--- src/hw/perf_pkg.sv ---
// Retire-trace performance monitor shared widths, constants and counter indices
package perf_pkg;

    //////////////////////////////////////////////////
    // Trace and bus widths

    localparam int RETIRE_PORTS = 2;

    typedef logic [31:0] instr_t;
    typedef logic [31:0] addr_t;
    typedef logic [31:0] stat_count_t;
    typedef logic [4:0] opcode_t;

    // Wide enough to hold a match on every retire port
    typedef logic [$clog2(RETIRE_PORTS + 1)-1:0] mix_inc_t;

    //////////////////////////////////////////////////
    // Benchmark markers and simulated UART

    // addi x0, x0, 12 and addi x0, x0, 13
    localparam instr_t START_MARKER = 32'h00C00013;
    localparam instr_t END_MARKER = 32'h00D00013;

    localparam addr_t UART_ADDR = 32'h88001000;

    //////////////////////////////////////////////////
    // Opcode classes on instruction bits 6 to 2

    localparam opcode_t ARITH = 5'b01100;
    localparam opcode_t ARITH_IMM = 5'b00100;
    localparam opcode_t AUIPC = 5'b00101;
    localparam opcode_t LUI = 5'b01101;
    localparam opcode_t BRANCH = 5'b11000;
    localparam opcode_t JAL = 5'b11011;
    localparam opcode_t JALR = 5'b11001;
    localparam opcode_t LOAD = 5'b00000;
    localparam opcode_t AMO = 5'b01011;
    localparam opcode_t STORE = 5'b01000;
    localparam opcode_t SYSTEM = 5'b11100;
    localparam opcode_t FENCE = 5'b00011;

    //////////////////////////////////////////////////
    // Counter indices

    typedef enum logic [3:0] {
        // Instruction mix
        ALU_STAT,
        BR_STAT,
        MUL_STAT,
        DIV_STAT,
        LOAD_STAT,
        STORE_STAT,
        MISC_STAT,
        RETIRE_STAT,
        // Issue stage stalls
        ISSUE_NO_INSTRUCTION_STAT,
        ISSUE_NO_ID_STAT,
        ISSUE_FLUSH_STAT,
        ISSUE_UNIT_BUSY_STAT,
        ISSUE_OPERANDS_STAT,
        ISSUE_HOLD_STAT,
        ISSUE_MULTI_SOURCE_STAT
    } stat_id_e;

    localparam int NUM_STATS = int'(ISSUE_MULTI_SOURCE_STAT) + 1;

    typedef mix_inc_t [NUM_STATS-1:0] stat_inc_t;

endpackage

--- src/hw/retire_mix_classifier.sv ---
// Instruction mix classifier that turns retired opcodes into per-class counter increments
module retire_mix_classifier (
    input logic [perf_pkg::RETIRE_PORTS-1:0] retire_valid,
    input perf_pkg::instr_t [perf_pkg::RETIRE_PORTS-1:0] retire_instruction,
    output perf_pkg::stat_inc_t mix_inc
);
    import perf_pkg::*;

    opcode_t opcode [RETIRE_PORTS];
    logic is_mul [RETIRE_PORTS];
    logic is_div [RETIRE_PORTS];
    logic [NUM_STATS-1:0] port_hit [RETIRE_PORTS];

    //////////////////////////////////////////////////
    // Per-port decode
    always_comb begin
        for (int p = 0; p < RETIRE_PORTS; p++) begin
            opcode[p] = retire_instruction[p][6:2];
            // M extension shares the ARITH opcode with funct7 bit 25 set
            is_mul[p] = retire_instruction[p][25] & ~retire_instruction[p][14];
            is_div[p] = retire_instruction[p][25] & retire_instruction[p][14];

            port_hit[p] = '0;
            port_hit[p][ALU_STAT] = retire_valid[p]
                & (opcode[p] inside {ARITH, ARITH_IMM, AUIPC, LUI})
                & ~(is_mul[p] | is_div[p]);
            port_hit[p][BR_STAT] = retire_valid[p]
                & (opcode[p] inside {BRANCH, JAL, JALR});
            port_hit[p][MUL_STAT] = retire_valid[p] & (opcode[p] == ARITH) & is_mul[p];
            port_hit[p][DIV_STAT] = retire_valid[p] & (opcode[p] == ARITH) & is_div[p];
            // Atomics both read and write memory
            port_hit[p][LOAD_STAT] = retire_valid[p] & (opcode[p] inside {LOAD, AMO});
            port_hit[p][STORE_STAT] = retire_valid[p] & (opcode[p] inside {STORE, AMO});
            port_hit[p][MISC_STAT] = retire_valid[p] & (opcode[p] inside {SYSTEM, FENCE});
            port_hit[p][RETIRE_STAT] = retire_valid[p];
        end
    end

    //////////////////////////////////////////////////
    // Sum matches across ports
    always_comb begin
        mix_inc = '0;
        for (int s = 0; s < NUM_STATS; s++) begin
            for (int p = 0; p < RETIRE_PORTS; p++) begin
                mix_inc[s] = mix_inc[s] + mix_inc_t'(port_hit[p][s]);
            end
        end
    end

    // ALU, MUL and DIV are disjoint subsets of retired instructions
    alu_mul_div_bound: assert final (
        (3'(mix_inc[ALU_STAT]) + 3'(mix_inc[MUL_STAT]) + 3'(mix_inc[DIV_STAT]))
            <= 3'(mix_inc[RETIRE_STAT])
    ) else $error("Mix increments exceed retire increment");

endmodule

--- src/hw/issue_stall_classifier.sv ---
// Issue-stage stall classifier that picks one stall cause or the multi-source bucket
module issue_stall_classifier (
    input logic issue_stage_valid,
    input logic fetch_flush,
    input logic id_exhausted,
    input logic unit_busy,
    input logic operands_not_ready,
    input logic issue_hold,
    output perf_pkg::stat_inc_t stall_inc
);
    import perf_pkg::*;

    logic base_no_instruction;
    logic base_unit_busy;
    logic base_operands;
    logic base_hold;
    logic [2:0] stall_source_count;
    logic single_source;
    logic any_source;

    //////////////////////////////////////////////////
    // Base causes
    always_comb begin
        // A flush empties the issue stage even when it still shows valid
        base_no_instruction = ~issue_stage_valid | fetch_flush;
        base_unit_busy = issue_stage_valid & unit_busy;
        base_operands = issue_stage_valid & operands_not_ready;
        base_hold = issue_stage_valid & issue_hold;

        stall_source_count = 3'(base_no_instruction) + 3'(base_unit_busy)
            + 3'(base_operands) + 3'(base_hold);
        single_source = (stall_source_count == 3'd1);
        any_source = (stall_source_count != 3'd0);
    end

    //////////////////////////////////////////////////
    // Category increments
    always_comb begin
        stall_inc = '0;
        stall_inc[ISSUE_NO_INSTRUCTION_STAT] = mix_inc_t'(base_no_instruction & single_source);
        // Sub-causes of an empty issue stage
        stall_inc[ISSUE_NO_ID_STAT] =
            mix_inc_t'(base_no_instruction & id_exhausted & single_source);
        stall_inc[ISSUE_FLUSH_STAT] =
            mix_inc_t'(base_no_instruction & fetch_flush & single_source);
        stall_inc[ISSUE_UNIT_BUSY_STAT] = mix_inc_t'(base_unit_busy & single_source);
        stall_inc[ISSUE_OPERANDS_STAT] = mix_inc_t'(base_operands & single_source);
        stall_inc[ISSUE_HOLD_STAT] = mix_inc_t'(base_hold & single_source);
        stall_inc[ISSUE_MULTI_SOURCE_STAT] = mix_inc_t'(any_source & ~single_source);
    end

    sub_cause_needs_parent: assert final (
        !((stall_inc[ISSUE_NO_ID_STAT] != '0) || (stall_inc[ISSUE_FLUSH_STAT] != '0))
        || (stall_inc[ISSUE_NO_INSTRUCTION_STAT] != '0)
    ) else $error("No-id or flush counted without no-instruction");

endmodule

--- src/hw/collection_window.sv ---
// Benchmark collection window driven by start and end marker NOPs on the retire trace
module collection_window (
    input logic clk,
    input logic rst_n,
    input logic [perf_pkg::RETIRE_PORTS-1:0] retire_valid,
    input perf_pkg::instr_t [perf_pkg::RETIRE_PORTS-1:0] retire_instruction,
    output logic collecting,
    output logic window_start
);
    import perf_pkg::*;

    logic start_seen;
    logic end_seen;

    // Marker match on any valid port
    always_comb begin
        start_seen = 1'b0;
        end_seen = 1'b0;
        for (int p = 0; p < RETIRE_PORTS; p++) begin
            start_seen |= retire_valid[p] & (retire_instruction[p] == START_MARKER);
            end_seen |= retire_valid[p] & (retire_instruction[p] == END_MARKER);
        end
    end

    assign window_start = start_seen;

    // End marker cycle is still inside the window
    always_ff @(posedge clk or negedge rst_n) begin
        if (!rst_n) begin
            collecting <= 1'b0;
        end else if (start_seen) begin
            collecting <= 1'b1;
        end else if (end_seen) begin
            collecting <= 1'b0;
        end
    end

    markers_exclusive: assert property (
        @(posedge clk) disable iff (!rst_n) !(start_seen && end_seen)
    ) else $error("Start and end markers retired together");

endmodule

--- src/hw/stat_counter_bank.sv ---
// Bank of statistic counters with window clear, gated accumulate and a read mux
module stat_counter_bank (
    input logic clk,
    input logic rst_n,
    input logic collecting,
    input logic window_start,
    input perf_pkg::stat_inc_t stat_inc,
    input perf_pkg::stat_id_e stat_sel,
    output perf_pkg::stat_count_t stat_value
);
    import perf_pkg::*;

    stat_count_t counters [NUM_STATS];

    //////////////////////////////////////////////////
    // Accumulate
    // A new start marker restarts the window from zero
    always_ff @(posedge clk or negedge rst_n) begin
        if (!rst_n) begin
            counters <= '{default: '0};
        end else if (window_start) begin
            counters <= '{default: '0};
        end else if (collecting) begin
            for (int s = 0; s < NUM_STATS; s++) begin
                counters[s] <= counters[s] + stat_count_t'(stat_inc[s]);
            end
        end
    end

    //////////////////////////////////////////////////
    // Readback
    always_comb begin
        if (int'(stat_sel) < NUM_STATS) begin
            stat_value = counters[stat_sel];
        end else begin
            stat_value = '0;
        end
    end

    sel_in_range: assert property (
        @(posedge clk) disable iff (!rst_n) int'(stat_sel) < NUM_STATS
    ) else $error("stat_sel out of range");

endmodule

--- src/hw/uart_write_capture.sv ---
// Simulated UART capture that strobes out the byte of each AXI write to the UART address
module uart_write_capture (
    input logic clk,
    input logic rst_n,
    input logic bus_wvalid,
    input logic bus_wready,
    input perf_pkg::addr_t bus_awaddr,
    input perf_pkg::instr_t bus_wdata,
    output logic write_uart,
    output logic [7:0] uart_byte
);
    import perf_pkg::*;

    logic uart_hit;

    // Completed write beat aimed at the UART
    assign uart_hit = bus_wvalid & bus_wready & (bus_awaddr == UART_ADDR);

    always_ff @(posedge clk or negedge rst_n) begin
        if (!rst_n) begin
            write_uart <= 1'b0;
        end else begin
            write_uart <= uart_hit;
        end
    end

    always_ff @(posedge clk) begin
        if (uart_hit) begin
            uart_byte <= bus_wdata[7:0];
        end
    end

endmodule

--- src/hw/perf_monitor_top.sv ---
// Retire-trace performance monitor top with instruction mix, stall breakdown and UART capture
module perf_monitor_top (
    input logic clk,
    input logic rst_n,

    // Retire trace
    input logic [perf_pkg::RETIRE_PORTS-1:0] retire_valid,
    input perf_pkg::instr_t [perf_pkg::RETIRE_PORTS-1:0] retire_instruction,

    // Issue stage levels
    input logic issue_stage_valid,
    input logic fetch_flush,
    input logic id_exhausted,
    input logic unit_busy,
    input logic operands_not_ready,
    input logic issue_hold,

    // AXI write channel
    input logic bus_wvalid,
    input logic bus_wready,
    input perf_pkg::addr_t bus_awaddr,
    input perf_pkg::instr_t bus_wdata,

    // Counter readback
    input perf_pkg::stat_id_e stat_sel,
    output perf_pkg::stat_count_t stat_value,
    output logic collecting,

    output logic write_uart,
    output logic [7:0] uart_byte
);
    import perf_pkg::*;

    stat_inc_t mix_inc;
    stat_inc_t stall_inc;
    stat_inc_t stat_inc;
    logic window_start;

    //////////////////////////////////////////////////
    // UART capture
    uart_write_capture uart_i (
        .clk (clk),
        .rst_n (rst_n),
        .bus_wvalid (bus_wvalid),
        .bus_wready (bus_wready),
        .bus_awaddr (bus_awaddr),
        .bus_wdata (bus_wdata),
        .write_uart (write_uart),
        .uart_byte (uart_byte)
    );

    //////////////////////////////////////////////////
    // Marker detection
    collection_window window_i (
        .clk (clk),
        .rst_n (rst_n),
        .retire_valid (retire_valid),
        .retire_instruction (retire_instruction),
        .collecting (collecting),
        .window_start (window_start)
    );

    //////////////////////////////////////////////////
    // Issue stalls and instruction mix
    issue_stall_classifier stall_i (
        .issue_stage_valid (issue_stage_valid),
        .fetch_flush (fetch_flush),
        .id_exhausted (id_exhausted),
        .unit_busy (unit_busy),
        .operands_not_ready (operands_not_ready),
        .issue_hold (issue_hold),
        .stall_inc (stall_inc)
    );

    retire_mix_classifier mix_i (
        .retire_valid (retire_valid),
        .retire_instruction (retire_instruction),
        .mix_inc (mix_inc)
    );

    // Each classifier leaves the other's indices at zero
    assign stat_inc = mix_inc | stall_inc;

    //////////////////////////////////////////////////
    // Statistics
    stat_counter_bank stats_i (
        .clk (clk),
        .rst_n (rst_n),
        .collecting (collecting),
        .window_start (window_start),
        .stat_inc (stat_inc),
        .stat_sel (stat_sel),
        .stat_value (stat_value)
    );

endmodule

--- config.mk ---
export PLATFORM = sky130hd
export DESIGN_NAME = perf_monitor_top
export DESIGN_NICKNAME = d
export VERILOG_FILES = /design/src/hw/perf_pkg.sv /design/src/hw/retire_mix_classifier.sv /design/src/hw/issue_stall_classifier.sv /design/src/hw/collection_window.sv /design/src/hw/stat_counter_bank.sv /design/src/hw/uart_write_capture.sv /design/src/hw/perf_monitor_top.sv
export SDC_FILE = /design/constraint.sdc
export NUM_CORES = 1
export LEC_CHECK = 0
export BUFFER_PORTS_ARGS = -buffer_cell sky130_fd_sc_hd__buf_4
export CAP_MARGIN = 25
export CORE_MARGIN = 4
export CORE_UTILIZATION = 55
export CTS_CLUSTER_SIZE = 28
export DETAILED_ROUTE_END_ITERATION = 10
export GPL_ROUTABILITY_DRIVEN = 0
export PLACE_DENSITY = 0.76
export SLEW_MARGIN = 40
export SYNTH_ARGS = -nofsm -noshare
export SYNTH_HDL_FRONTEND = slang
export SYNTH_SLANG_ARGS = --single-unit
--- constraint.sdc ---
create_clock -name clk -period 3.2 [get_ports clk]
set_clock_uncertainty 0.15 [all_clocks]
set_input_delay 0.64 -clock clk [delete_from_list [all_inputs] [get_ports clk]]
set_output_delay 0.64 -clock clk [all_outputs]
set_load 0.01 [all_outputs]
==> out/qor.log, run 1 <==
qor: run_status.outcome finished with violations
qor: run_status.violated_checks negative setup slack
qor: synth.ys_dominant_reg_cell dfrtp_1
qor: sta.rsz0062_at_grt yes
qor: routing.viasPerCell 6.24
qor: routing.num_vias 23700
qor: sta.final_hold_viol_count 0
qor: cts.cts_tree built
qor: power.share_seq_of_total_power 46.2%
qor: routing.wl_per_instance 21.8 µm
qor: synth.post-synth-top-area-fraction 42.5%
qor: setup_path.crit_top_cell ha_4
qor: power.share_comb_of_total_power 4.9%
qor: sta.finalMaxSlewViolations 0
qor: hold_path.hold_path_class in -> reg
qor: synth.ys_seq_elements 490
qor: sta.max_slew.worst_pin.slew 880 ps
qor: grt.globalRouteOverflowTotal 0
qor: cts.insertion_delay 630 ps
qor: setup_path.crit_slowest_cell or4_4
qor: setup_path.setup.worst_path.class in -> reg
qor: setup_path.cp_data_arrival_time 3690 ps
qor: sta.finalWorstSetupSlack -127 ps
qor: cts.cts_buffer_depth 3
qor: setup_path.critPathLaunch issue_stage_valid
qor: cells_and_area.num-nets-final 3263
qor: sta.setup-violations-final 16
qor: synth.proportion_of_synthesized_chip_area_in_sequential_cells 43.3%
qor: cells_and_area.post_route_cells_drive_above_1_share 21.5%
qor: power.peakVddDrop 0.416 mV
qor: setup_path.worst_reg_to_reg_path_cell_count 5
qor: floorplanning.core 51200 µm²
qor: hold_path.worst_hold_path.num_cells 1
qor: cts.cts.root.buffer_cell clkbuf_16
qor: sta.fmax 0.301 GHz
qor: placement.placement.io_buffers 161
qor: routing.detail-route-antenna-nets 0
qor: setup_path.reg2reg_slack 560 ps
qor: sta.final.period_utilization 104%
qor: routing.detail_route.drc_violations 0
qor: cts.cts_num_sinks 490
qor: floorplanning.i_o_pin_count 186
qor: grt.grt_start_max_net_pins 76
qor: routing.iteration_0_drc_markers 2624
qor: routing.finalWirelength 82800 µm
qor: setup_path.crit_path_cell_trace buf_8 -> and2_4 -> ha_4 -> fa_2 -> ha_4 -> nor2_4 -> nand2_2 -> a21oi_2 -> buf_4 -> ha_4 -> nand4_1 -> or4_4 -> buf_6 -> nor3_4 -> xnor2_1 -> nor2_1
qor: synth.synthesis.area 28400 µm²
qor: placement.pre_cts_ws -710 ps
qor: power.clock_power_share 48.8%
qor: synth.synth_top_area_cell dfrtp_1
qor: grt.vias_in_the_first_global_route 23700
qor: setup_path.r2r_end stats_i.counters[317]$_DFFE_PN0P_
qor: sta.period_needed 3330 ps
qor: synth.postSynthCellCount 2817
qor: hold_path.hold-path-endpoint uart_i.uart_byte[3]$_DFFE_PP_
qor: synth.yosys-top-cells-count 545 x nor2_1, 482 x dfrtp_1, 261 x xor2_1
qor: cts.tritoncts.num_buffers 53
qor: power.netSwitchingFraction 22.7%
qor: synth.count_of_distinct_cell_types_in_the_synthesized_netlist 44
qor: cts.clkSlewWorstSetupHoldPaths 60 ps
qor: setup_path.reg2reg_launch_point stats_i.counters[291]$_DFFE_PN0P_
qor: power.internal-power 10.4 mW
qor: cts.htreeDepth 2
qor: power.leakage 15.7 nW
qor: synth.synthesis.yosys.warnings 0
qor: synth.syn-num-nets 3010
qor: job.number_of_max_cap_violations 0
qor: floorplanning.die_area 55400 µm²
qor: synth.synth_area_leaders dfrtp_1 42%, mux4_2 10%, xor2_1 8.0%, nor2_1 7.2%, xnor2_1 5.6%
qor: grt.antenna_found_initial 4
qor: setup_path.end_kind flop
qor: placement.detailedPlacementHpwl 59700 µm
qor: setup_path.critPathMaxStageDelay 640 ps
qor: cells_and_area.insertedDiodeCount 0
qor: sta.timing.slew.headroom 40.9%
qor: synth.avgSynthCellArea 10.1 µm²
qor: setup_path.required 3560 ps
qor: cells_and_area.post-route-util 67.3%
qor: floorplanning.die_width 235 µm
qor: synth.synthMostInstantiatedCell nor2_1
qor: setup_path.startpoint_type input port
qor: hold_path.holdCritStartpoint bus_wdata[3]
qor: grt.grt_first_pass_wirelength 130000 µm
qor: floorplanning.floorplan.initialDensity 55.5%
qor: power.power_density 390 nW/µm²
qor: routing.drt-pass1-iter-count 6
qor: synth.async_reset_ff_share 98.4%
qor: setup_path.crit_path_max_fanout 5
qor: floorplanning.die_h 235 µm
qor: floorplanning.num_rows 83
qor: cells_and_area.synthToLayoutAreaGrowth 21.3%
qor: placement.placedInstanceArea 32000 µm²
qor: synth.number_of_synthesized_flops_with_an_enable_pin 8
qor: power.power_switching 3.04 mW
qor: cells_and_area.final_cell_area 34500 µm²
qor: grt.track_usage 29.1%
-- stage by stage --
step	setup TNS [ps]	total power [mW]	std cells	hold WS [ps]
after floorplan	-14730	6.55	2817	194
after global placement	-83340	6.93	3672	370
after detailed placement	-99750	6.94	3672	378
after CTS	-393	13.5	3774	35.4
after global routing	-4000	13.8	3793	43.9
final	-907	13.4	3793	64.2
-- flip-flops by register name, indices dropped and copies added, names as in the netlist --
name and flops:
stats_i.counters 480, uart_i.uart_byte 8, uart_i.write_uart 1, window_i.collecting 1
-- logic make-up (layout without fill, tap and decap cells) --
kind of cell	after synthesis	after routing	synth area share [%]
AOI/OAI and AO/OA	63	63	1.19
xor gates and xnor gates	443	443	13.7
adders and majority gates	49	49	2.40
buffers and inverters	191	486	2.88
DFF	490	490	43.3
muxes	189	189	12.3
and+or+nand+nor	1392	1393	24.3
-- power by group through the flow --
| stage | Sequential [mW] | Combinational (mW) | Clock [mW] |
|---|---|---|---|
| floorplan | 6.33 | 0.228 | 0 |
| global placement | 6.32 | 0.607 | 0 |
| detailed placement | 6.32 | 0.621 | 0 |
| CTS | 6.21 | 0.649 | 6.64 |
| global route | 6.21 | 0.716 | 6.88 |
| finish | 6.21 | 0.662 | 6.56 |
-- routing by layer --
| metal | up-vias | wire (µm) | GRT usage (%) |
|---|---|---|---|
| met5 | - | 30 | 0 |
| met4 | 4 | 3310 | 11.2 |
| met3 | 209 | 6930 | 5.17 |
| met2 | 1098 | 40300 | 48.0 |
| met1 | 11900 | 32200 | 38.8 |
| li1 | 10400 | - | - |
-- critical path: cells and delay by family --
kind,cells,cell delay (ps)
adder cells (fa/ha/maj),4,950
AND/OR/NAND/NOR,7,1410
XOR/XNOR,1,140
buffers and inverters,3,420
AO/OA/AOI/OAI,1,130
-- worst max-delay path by stage --
| stage | end | slack, ps | depth (start not counted) |
|---|---|---|---|
| 6_report | stats_i.counters[217]$_DFFE_PN0P_ | -130 | 16 |
| 5_1_grt | stats_i.counters[190]$_DFFE_PN0P_ | -220 | 17 |
| 4_1_cts | stat_value[0] | -40 | 5 |
| 3_5_place_dp | stats_i.counters[190]$_DFFE_PN0P_ | -710 | 17 |
| 3_3_place_gp | stats_i.counters[190]$_DFFE_PN0P_ | -590 | 17 |
| 2_1_floorplan | stats_i.counters[191]$_DFFE_PN0P_ | -540 | 14 |
-- cell usage in the layout, fill, tap and decap left out, types with 8 or more instances in the layout --
cell       synthesis  routed
nor4_4             1      17
and2_1            20      18
or3_1             15      13
clkbuf_8           0       8
nand2_1          187     185
dfrtp_1          482     477
nor3_2             0      12
ha_4               0      10
edfxtp_1           8       8
mux4_2           128     128
nor3_1            62      37
o21ai_0           39      38
nand2b_1          10      10
nor2_4             0      11
nor3_4             0      13
clkinv_2           0      13
nor4_2             3       8
buf_6              0      10
nand4_1          154     154
nor4_1            64      43
buf_12             0      28
nand3_1          150     149
clkbuf_16          0      55
a21oi_1           17      16
ha_1              40      26
buf_4             10     290
and3_1            72      70
mux2i_1           61      61
nor2_1           545     533
xnor2_1          182     179
and4_1            71      71
xor2_1           261     260
inv_1             47      46
-- layout make-up --
| cell class | instances | area [µm²] |
|---|---|---|
| clock buffers | 69 | 1490 |
| clock inverters | 29 | 369 |
| fillers | 3685 | 16700 |
| inverters | 47 | 176 |
| multi-input cells | 2137 | 16100 |
| flip-flops and latches | 490 | 12300 |
| well taps | 680 | 851 |
| repair buffers | 341 | 3140 |
-- timing repair --
item / CTS / global route
hold endpoints to repair: 57 / 0
pin swaps: 0 / 45
resized for setup: 10 / 56
hold buffers: 1 / 0
cloned: 3 / 2
setup buffers: 0 / 18
setup endpoints to repair: 26 / 86
No activity file was read; power rests on OpenSTA's default activity.
==> inputs of run 2 (changes only) <==
ABC_AREA = 1   (was not set)
==> run 2 against run 1 <==
Net effect:
- the run still ends with negative setup slack left
- via count increased by 53%
- count of clock-buffer cells in the layout is 16 higher
- sequential share of layout area shrank 4.7 points
- die area up 18%
- area after synthesis up 19%
- global-route usage is 5.4 points higher
- sequential power about the same
- critical path depth fell by 8
- flip-flop and latch count unchanged
- clock power up 0.9%
- first-iteration DRC count up 61%
- worst hold slack got worse by 13 ps
==> out/qor.log, run 2 <==
qor: run_status.outcome finished with violations [unchanged]
qor: power.clock_power_share 46.9% [was 48.8%]
qor: cells_and_area.layout_commonest_cell nand2_1 [was nor2_1]
qor: power.power_density 355 nW/µm² [was 390 nW/µm²]
qor: cells_and_area.largest_register_ffs 480 [unchanged]
qor: cells_and_area.num-nets-final 5629 [was 3263]
qor: routing.viasPerCell 5.80 [was 6.24]
qor: synth.synthesis.yosys.warnings 0 [unchanged]
qor: routing.num_vias 36300 [was 23700]
qor: cts.tritoncts.num_buffers 56 [was 53]
qor: cells_and_area.largestRegisters stats_i.counters x480, uart_i.uart_byte x8 [unchanged]
qor: power.leakage 19.5 nW [was 15.7 nW]
qor: sta.final_hold_viol_count 0 [unchanged]
qor: cts.htreeDepth 2 [unchanged]
qor: synth.synth_adder_area_share 2.02% [was 2.40%]
qor: cells_and_area.insertedDiodeCount 0 [unchanged]
qor: synth.async_reset_ff_share 98.4% [unchanged]
qor: run_status.violated_checks negative setup slack [unchanged]
qor: routing.finalWirelength 116000 µm [was 82800 µm]
qor: sta.max_slew.worst_pin.slew 739 ps [was 880 ps]
qor: setup_path.crit_path_max_fanout 33 [was 5]
qor: floorplanning.i_o_pin_count 186 [unchanged]
qor: cts.cts_num_sinks 490 [unchanged]
qor: cells_and_area.largest_reg_by_ff_count stats_i.counters [unchanged]
qor: placement.post-place-cells 6156 [was 3672]
qor: power.internal-power 10.5 mW [was 10.4 mW]
qor: synth.synth_top_family_by_area simple AND/OR/NAND/NOR gates [unchanged]
qor: power.power_switching 3.57 mW [was 3.04 mW]
qor: routing.detail_route.drc_violations 0 [unchanged]
qor: synth.synth_compound_area_share 8.81% [was 1.19%]
qor: hold_path.hold_path_class in -> reg [unchanged]
qor: placement.detailedPlacementHpwl 85700 µm [was 59700 µm]
qor: cts.clkSlewWorstSetupHoldPaths 60 ps [about the same]
qor: routing.wl_per_instance 18.6 µm [was 21.8 µm]
qor: routing.drt-pass1-iter-count 6 [unchanged]
qor: synth.synth-xor-area-share 3.46% [was 13.7%]
qor: cts.cts.root.buffer_cell clkbuf_16 [unchanged]
qor: job.number_of_max_cap_violations 0 [unchanged]
qor: sta.period_needed 3240 ps [was 3330 ps]
qor: sta.rsz0062_at_grt yes [unchanged]
qor: synth.avgSynthCellArea 6.58 µm² [was 10.1 µm²]
qor: cts.cts_buffer_depth 3 [unchanged]
qor: synth.synth.mux.area_fraction 0% [was 12.3%]
qor: cells_and_area.synthToLayoutAreaGrowth 17.9% [was 21.3%]
qor: setup_path.end_kind output port [was flop]
qor: synth.postSynthCellCount 5115 [was 2817]
qor: power.share_comb_of_total_power 9.0% [was 4.9%]
qor: power.share_seq_of_total_power 44.0% [was 46.2%]
qor: synth.proportion_of_synthesized_chip_area_in_sequential_cells 36.5% [was 43.3%]
qor: setup_path.setup.worst_path.class in -> out [was in -> reg]
qor: sta.fmax 0.309 GHz [was 0.301 GHz]
qor: setup_path.cp_data_arrival_time 2450 ps [was 3690 ps]
qor: cells_and_area.post_route_cells_drive_above_1_share 12.0% [was 21.5%]
qor: sta.setup-violations-final 2 [was 16]
qor: cells_and_area.instances_no_fill 6262 [was 3793]
qor: power.netSwitchingFraction 25.3% [was 22.7%]
qor: setup_path.startpoint_type input port [unchanged]
qor: sta.finalMaxSlewViolations 0 [unchanged]
qor: sta.timing.slew.headroom 50.6% [was 40.9%]
qor: floorplanning.core 60500 µm² [was 51200 µm²]
qor: floorplanning.die_h 255 µm [was 235 µm]
qor: floorplanning.floorplan.initialDensity 55.7% [was 55.5%]
qor: synth.synthMostInstantiatedCell nand2_1 [was nor2_1]
qor: synth.ys_dominant_reg_cell dfrtp_1 [unchanged]
qor: routing.detail-route-antenna-nets 0 [unchanged]
qor: synth.synth_area_leaders dfrtp_1 36%, nand2_1 14%, nor2_1 11%, inv_1 6.6%, nand3_1 5.4% [was dfrtp_1 42%, mux4_2 10%, xor2_1 8.0%, nor2_1 7.2%, xnor2_1 5.6%]
qor: synth.synth-simple-area-share 39.8% [was 24.3%]
qor: cells_and_area.commonest_cells_after_routing_fill_and_taps_aside 1274 x nand2_1, 982 x nor2_1, 587 x inv_1, 479 x dfrtp_1, 408 x buf_4 [was 533 x nor2_1, 477 x dfrtp_1, 290 x buf_4, 260 x xor2_1, 185 x nand2_1]
qor: grt.grt_first_pass_wirelength 182000 µm [was 130000 µm]
qor: placement.pre_cts_ws -604 ps [was -710 ps]
qor: synth.synth_top_area_cell dfrtp_1 [unchanged]
qor: setup_path.required 2410 ps [was 3560 ps]
qor: floorplanning.die_width 255 µm [was 235 µm]
qor: synth.ys_seq_elements 490 [unchanged]
qor: grt.vias_in_the_first_global_route 34000 [was 23700]
qor: synth.count_of_distinct_cell_types_in_the_synthesized_netlist 47 [was 44]
qor: routing.iteration_0_drc_markers 4218 [was 2624]
qor: sta.final.period_utilization 101% [was 104%]
qor: synth.syn-num-nets 5308 [was 3010]
qor: floorplanning.num_rows 90 [was 83]
qor: grt.antenna_found_initial 0 [was 4]
qor: synth.yosys-top-cells-count 1281 x nand2_1, 1003 x nor2_1, 593 x inv_1 [was 545 x nor2_1, 482 x dfrtp_1, 261 x xor2_1]
qor: sta.finalWorstSetupSlack -37.7 ps [was -127 ps]
qor: synth.synthesis.area 33700 µm² [was 28400 µm²]
qor: grt.grt_start_max_net_pins 118 [was 76]
qor: grt.track_usage 34.4% [was 29.1%]
qor: grt.globalRouteOverflowTotal 0 [unchanged]
qor: synth.post-synth-top-area-fraction 35.8% [was 42.5%]
qor: power.peakVddDrop 0.394 mV [was 0.416 mV]
qor: floorplanning.die_area 65300 µm² [was 55400 µm²]
qor: synth.number_of_synthesized_flops_with_an_enable_pin 8 [unchanged]
qor: cts.insertion_delay 640 ps [was 630 ps]
qor: cts.cts_tree built [unchanged]
qor: placement.placement.io_buffers 161 [unchanged]
[run 2: cell types whose count changed after synthesis, sizes merged, moves of 156 or more]
cell	delta
xnor2	-156
a21oi	+165
nor2	+482
nand3	+217
inv	+559
nor3	+174
nand2	+1097
[run 2: power groups by stage]
stage | clock [mW] | combinational [mW] | sequential [mW]
2_1_floorplan | 0 | 0.447 | 6.33
3_3_place_gp | 0 | 1.21 | 6.32
3_5_place_dp | 0 | 1.22 | 6.32
4_1_cts | 6.66 | 1.23 | 6.21
5_1_grt | 6.94 | 1.36 | 6.21
6_report | 6.62 | 1.28 | 6.21
[run 2: critical path: stages]
cell,delay [ps]
buf_6,120
buf_12,150
nand2_2,90
buf_12,180
o211ai_1,500
o211ai_1,270
o21ai_1,260
buf_4,190
[run 2: per-stage QoR]
stage	hold WS [ps]	power, mW	util [%]	setup TNS [ps]	cell area, µm²
6_report	51.1	14.1	65.7	-39.3	39700
5_1_grt	24.2	14.5	65.7	-889	39700
4_1_cts	27.4	14.1	65.3	0	39500
3_5_place_dp	390	7.55	62.2	-78250	37600
3_3_place_gp	383	7.53	62.2	-65350	37600
2_1_floorplan	194	6.77	-	-251	33800
[run 2: timing repair]
action | in CTS | in global routing
endpoints found under the setup margin | 8 | 81
resized for setup | 4 | 68
hold buffers | 1 | 0
pin swaps | 1 | 15
buffers inserted | 0 | 3
endpoints found under the hold margin | 55 | 0
cloned | 0 | 0
[run 2: area by class of cell]
class,count,area (µm²)
timing repair buffer,443,3720
clock buffer,85,1680
sequential,490,12300
clock inverter,17,178
fill,5349,20800
multi-input combinational,3838,18500
tap,782,978
inverter,607,2300
[run 2: metal layers]
layer,global-route usage (%),routed length [µm],up-vias
met5,0,0,-
met4,17.0,6550,0
met3,8.25,12600,388
met2,53.8,51700,1892
met1,45.2,45600,16800
li1,-,-,17200
[run 2: logic make-up after synthesis]
family	Yosys count
AO/OA/AOI/OAI	502
flip-flops	490
adder cells (fa/ha/maj)	49
buffers and inverters	787
AND/OR/NAND/NOR	3154
XOR/XNOR	133
[run 2: final timing paths]
check / from / end / slack (ps) / cells past startpoint
max in group asynchronous: rst_n / stats_i.counters[42]$_DFFE_PN0P_ / 1580 / 3
max: stat_sel[0] / stat_value[21] / -40 / 8
min reg2reg: stats_i.counters[349]$_DFFE_PN0P_ / stats_i.counters[349]$_DFFE_PN0P_ / 400 / 3
max reg2reg: window_i.collecting$_DFFE_PN0P_ / stats_i.counters[103]$_DFFE_PN0P_ / 850 / 9
min in group asynchronous: rst_n / stats_i.counters[353]$_DFFE_PN0P_ / 480 / 2
min: bus_wdata[7] / uart_i.uart_byte[7]$_DFFE_PP_ / 50 / 1
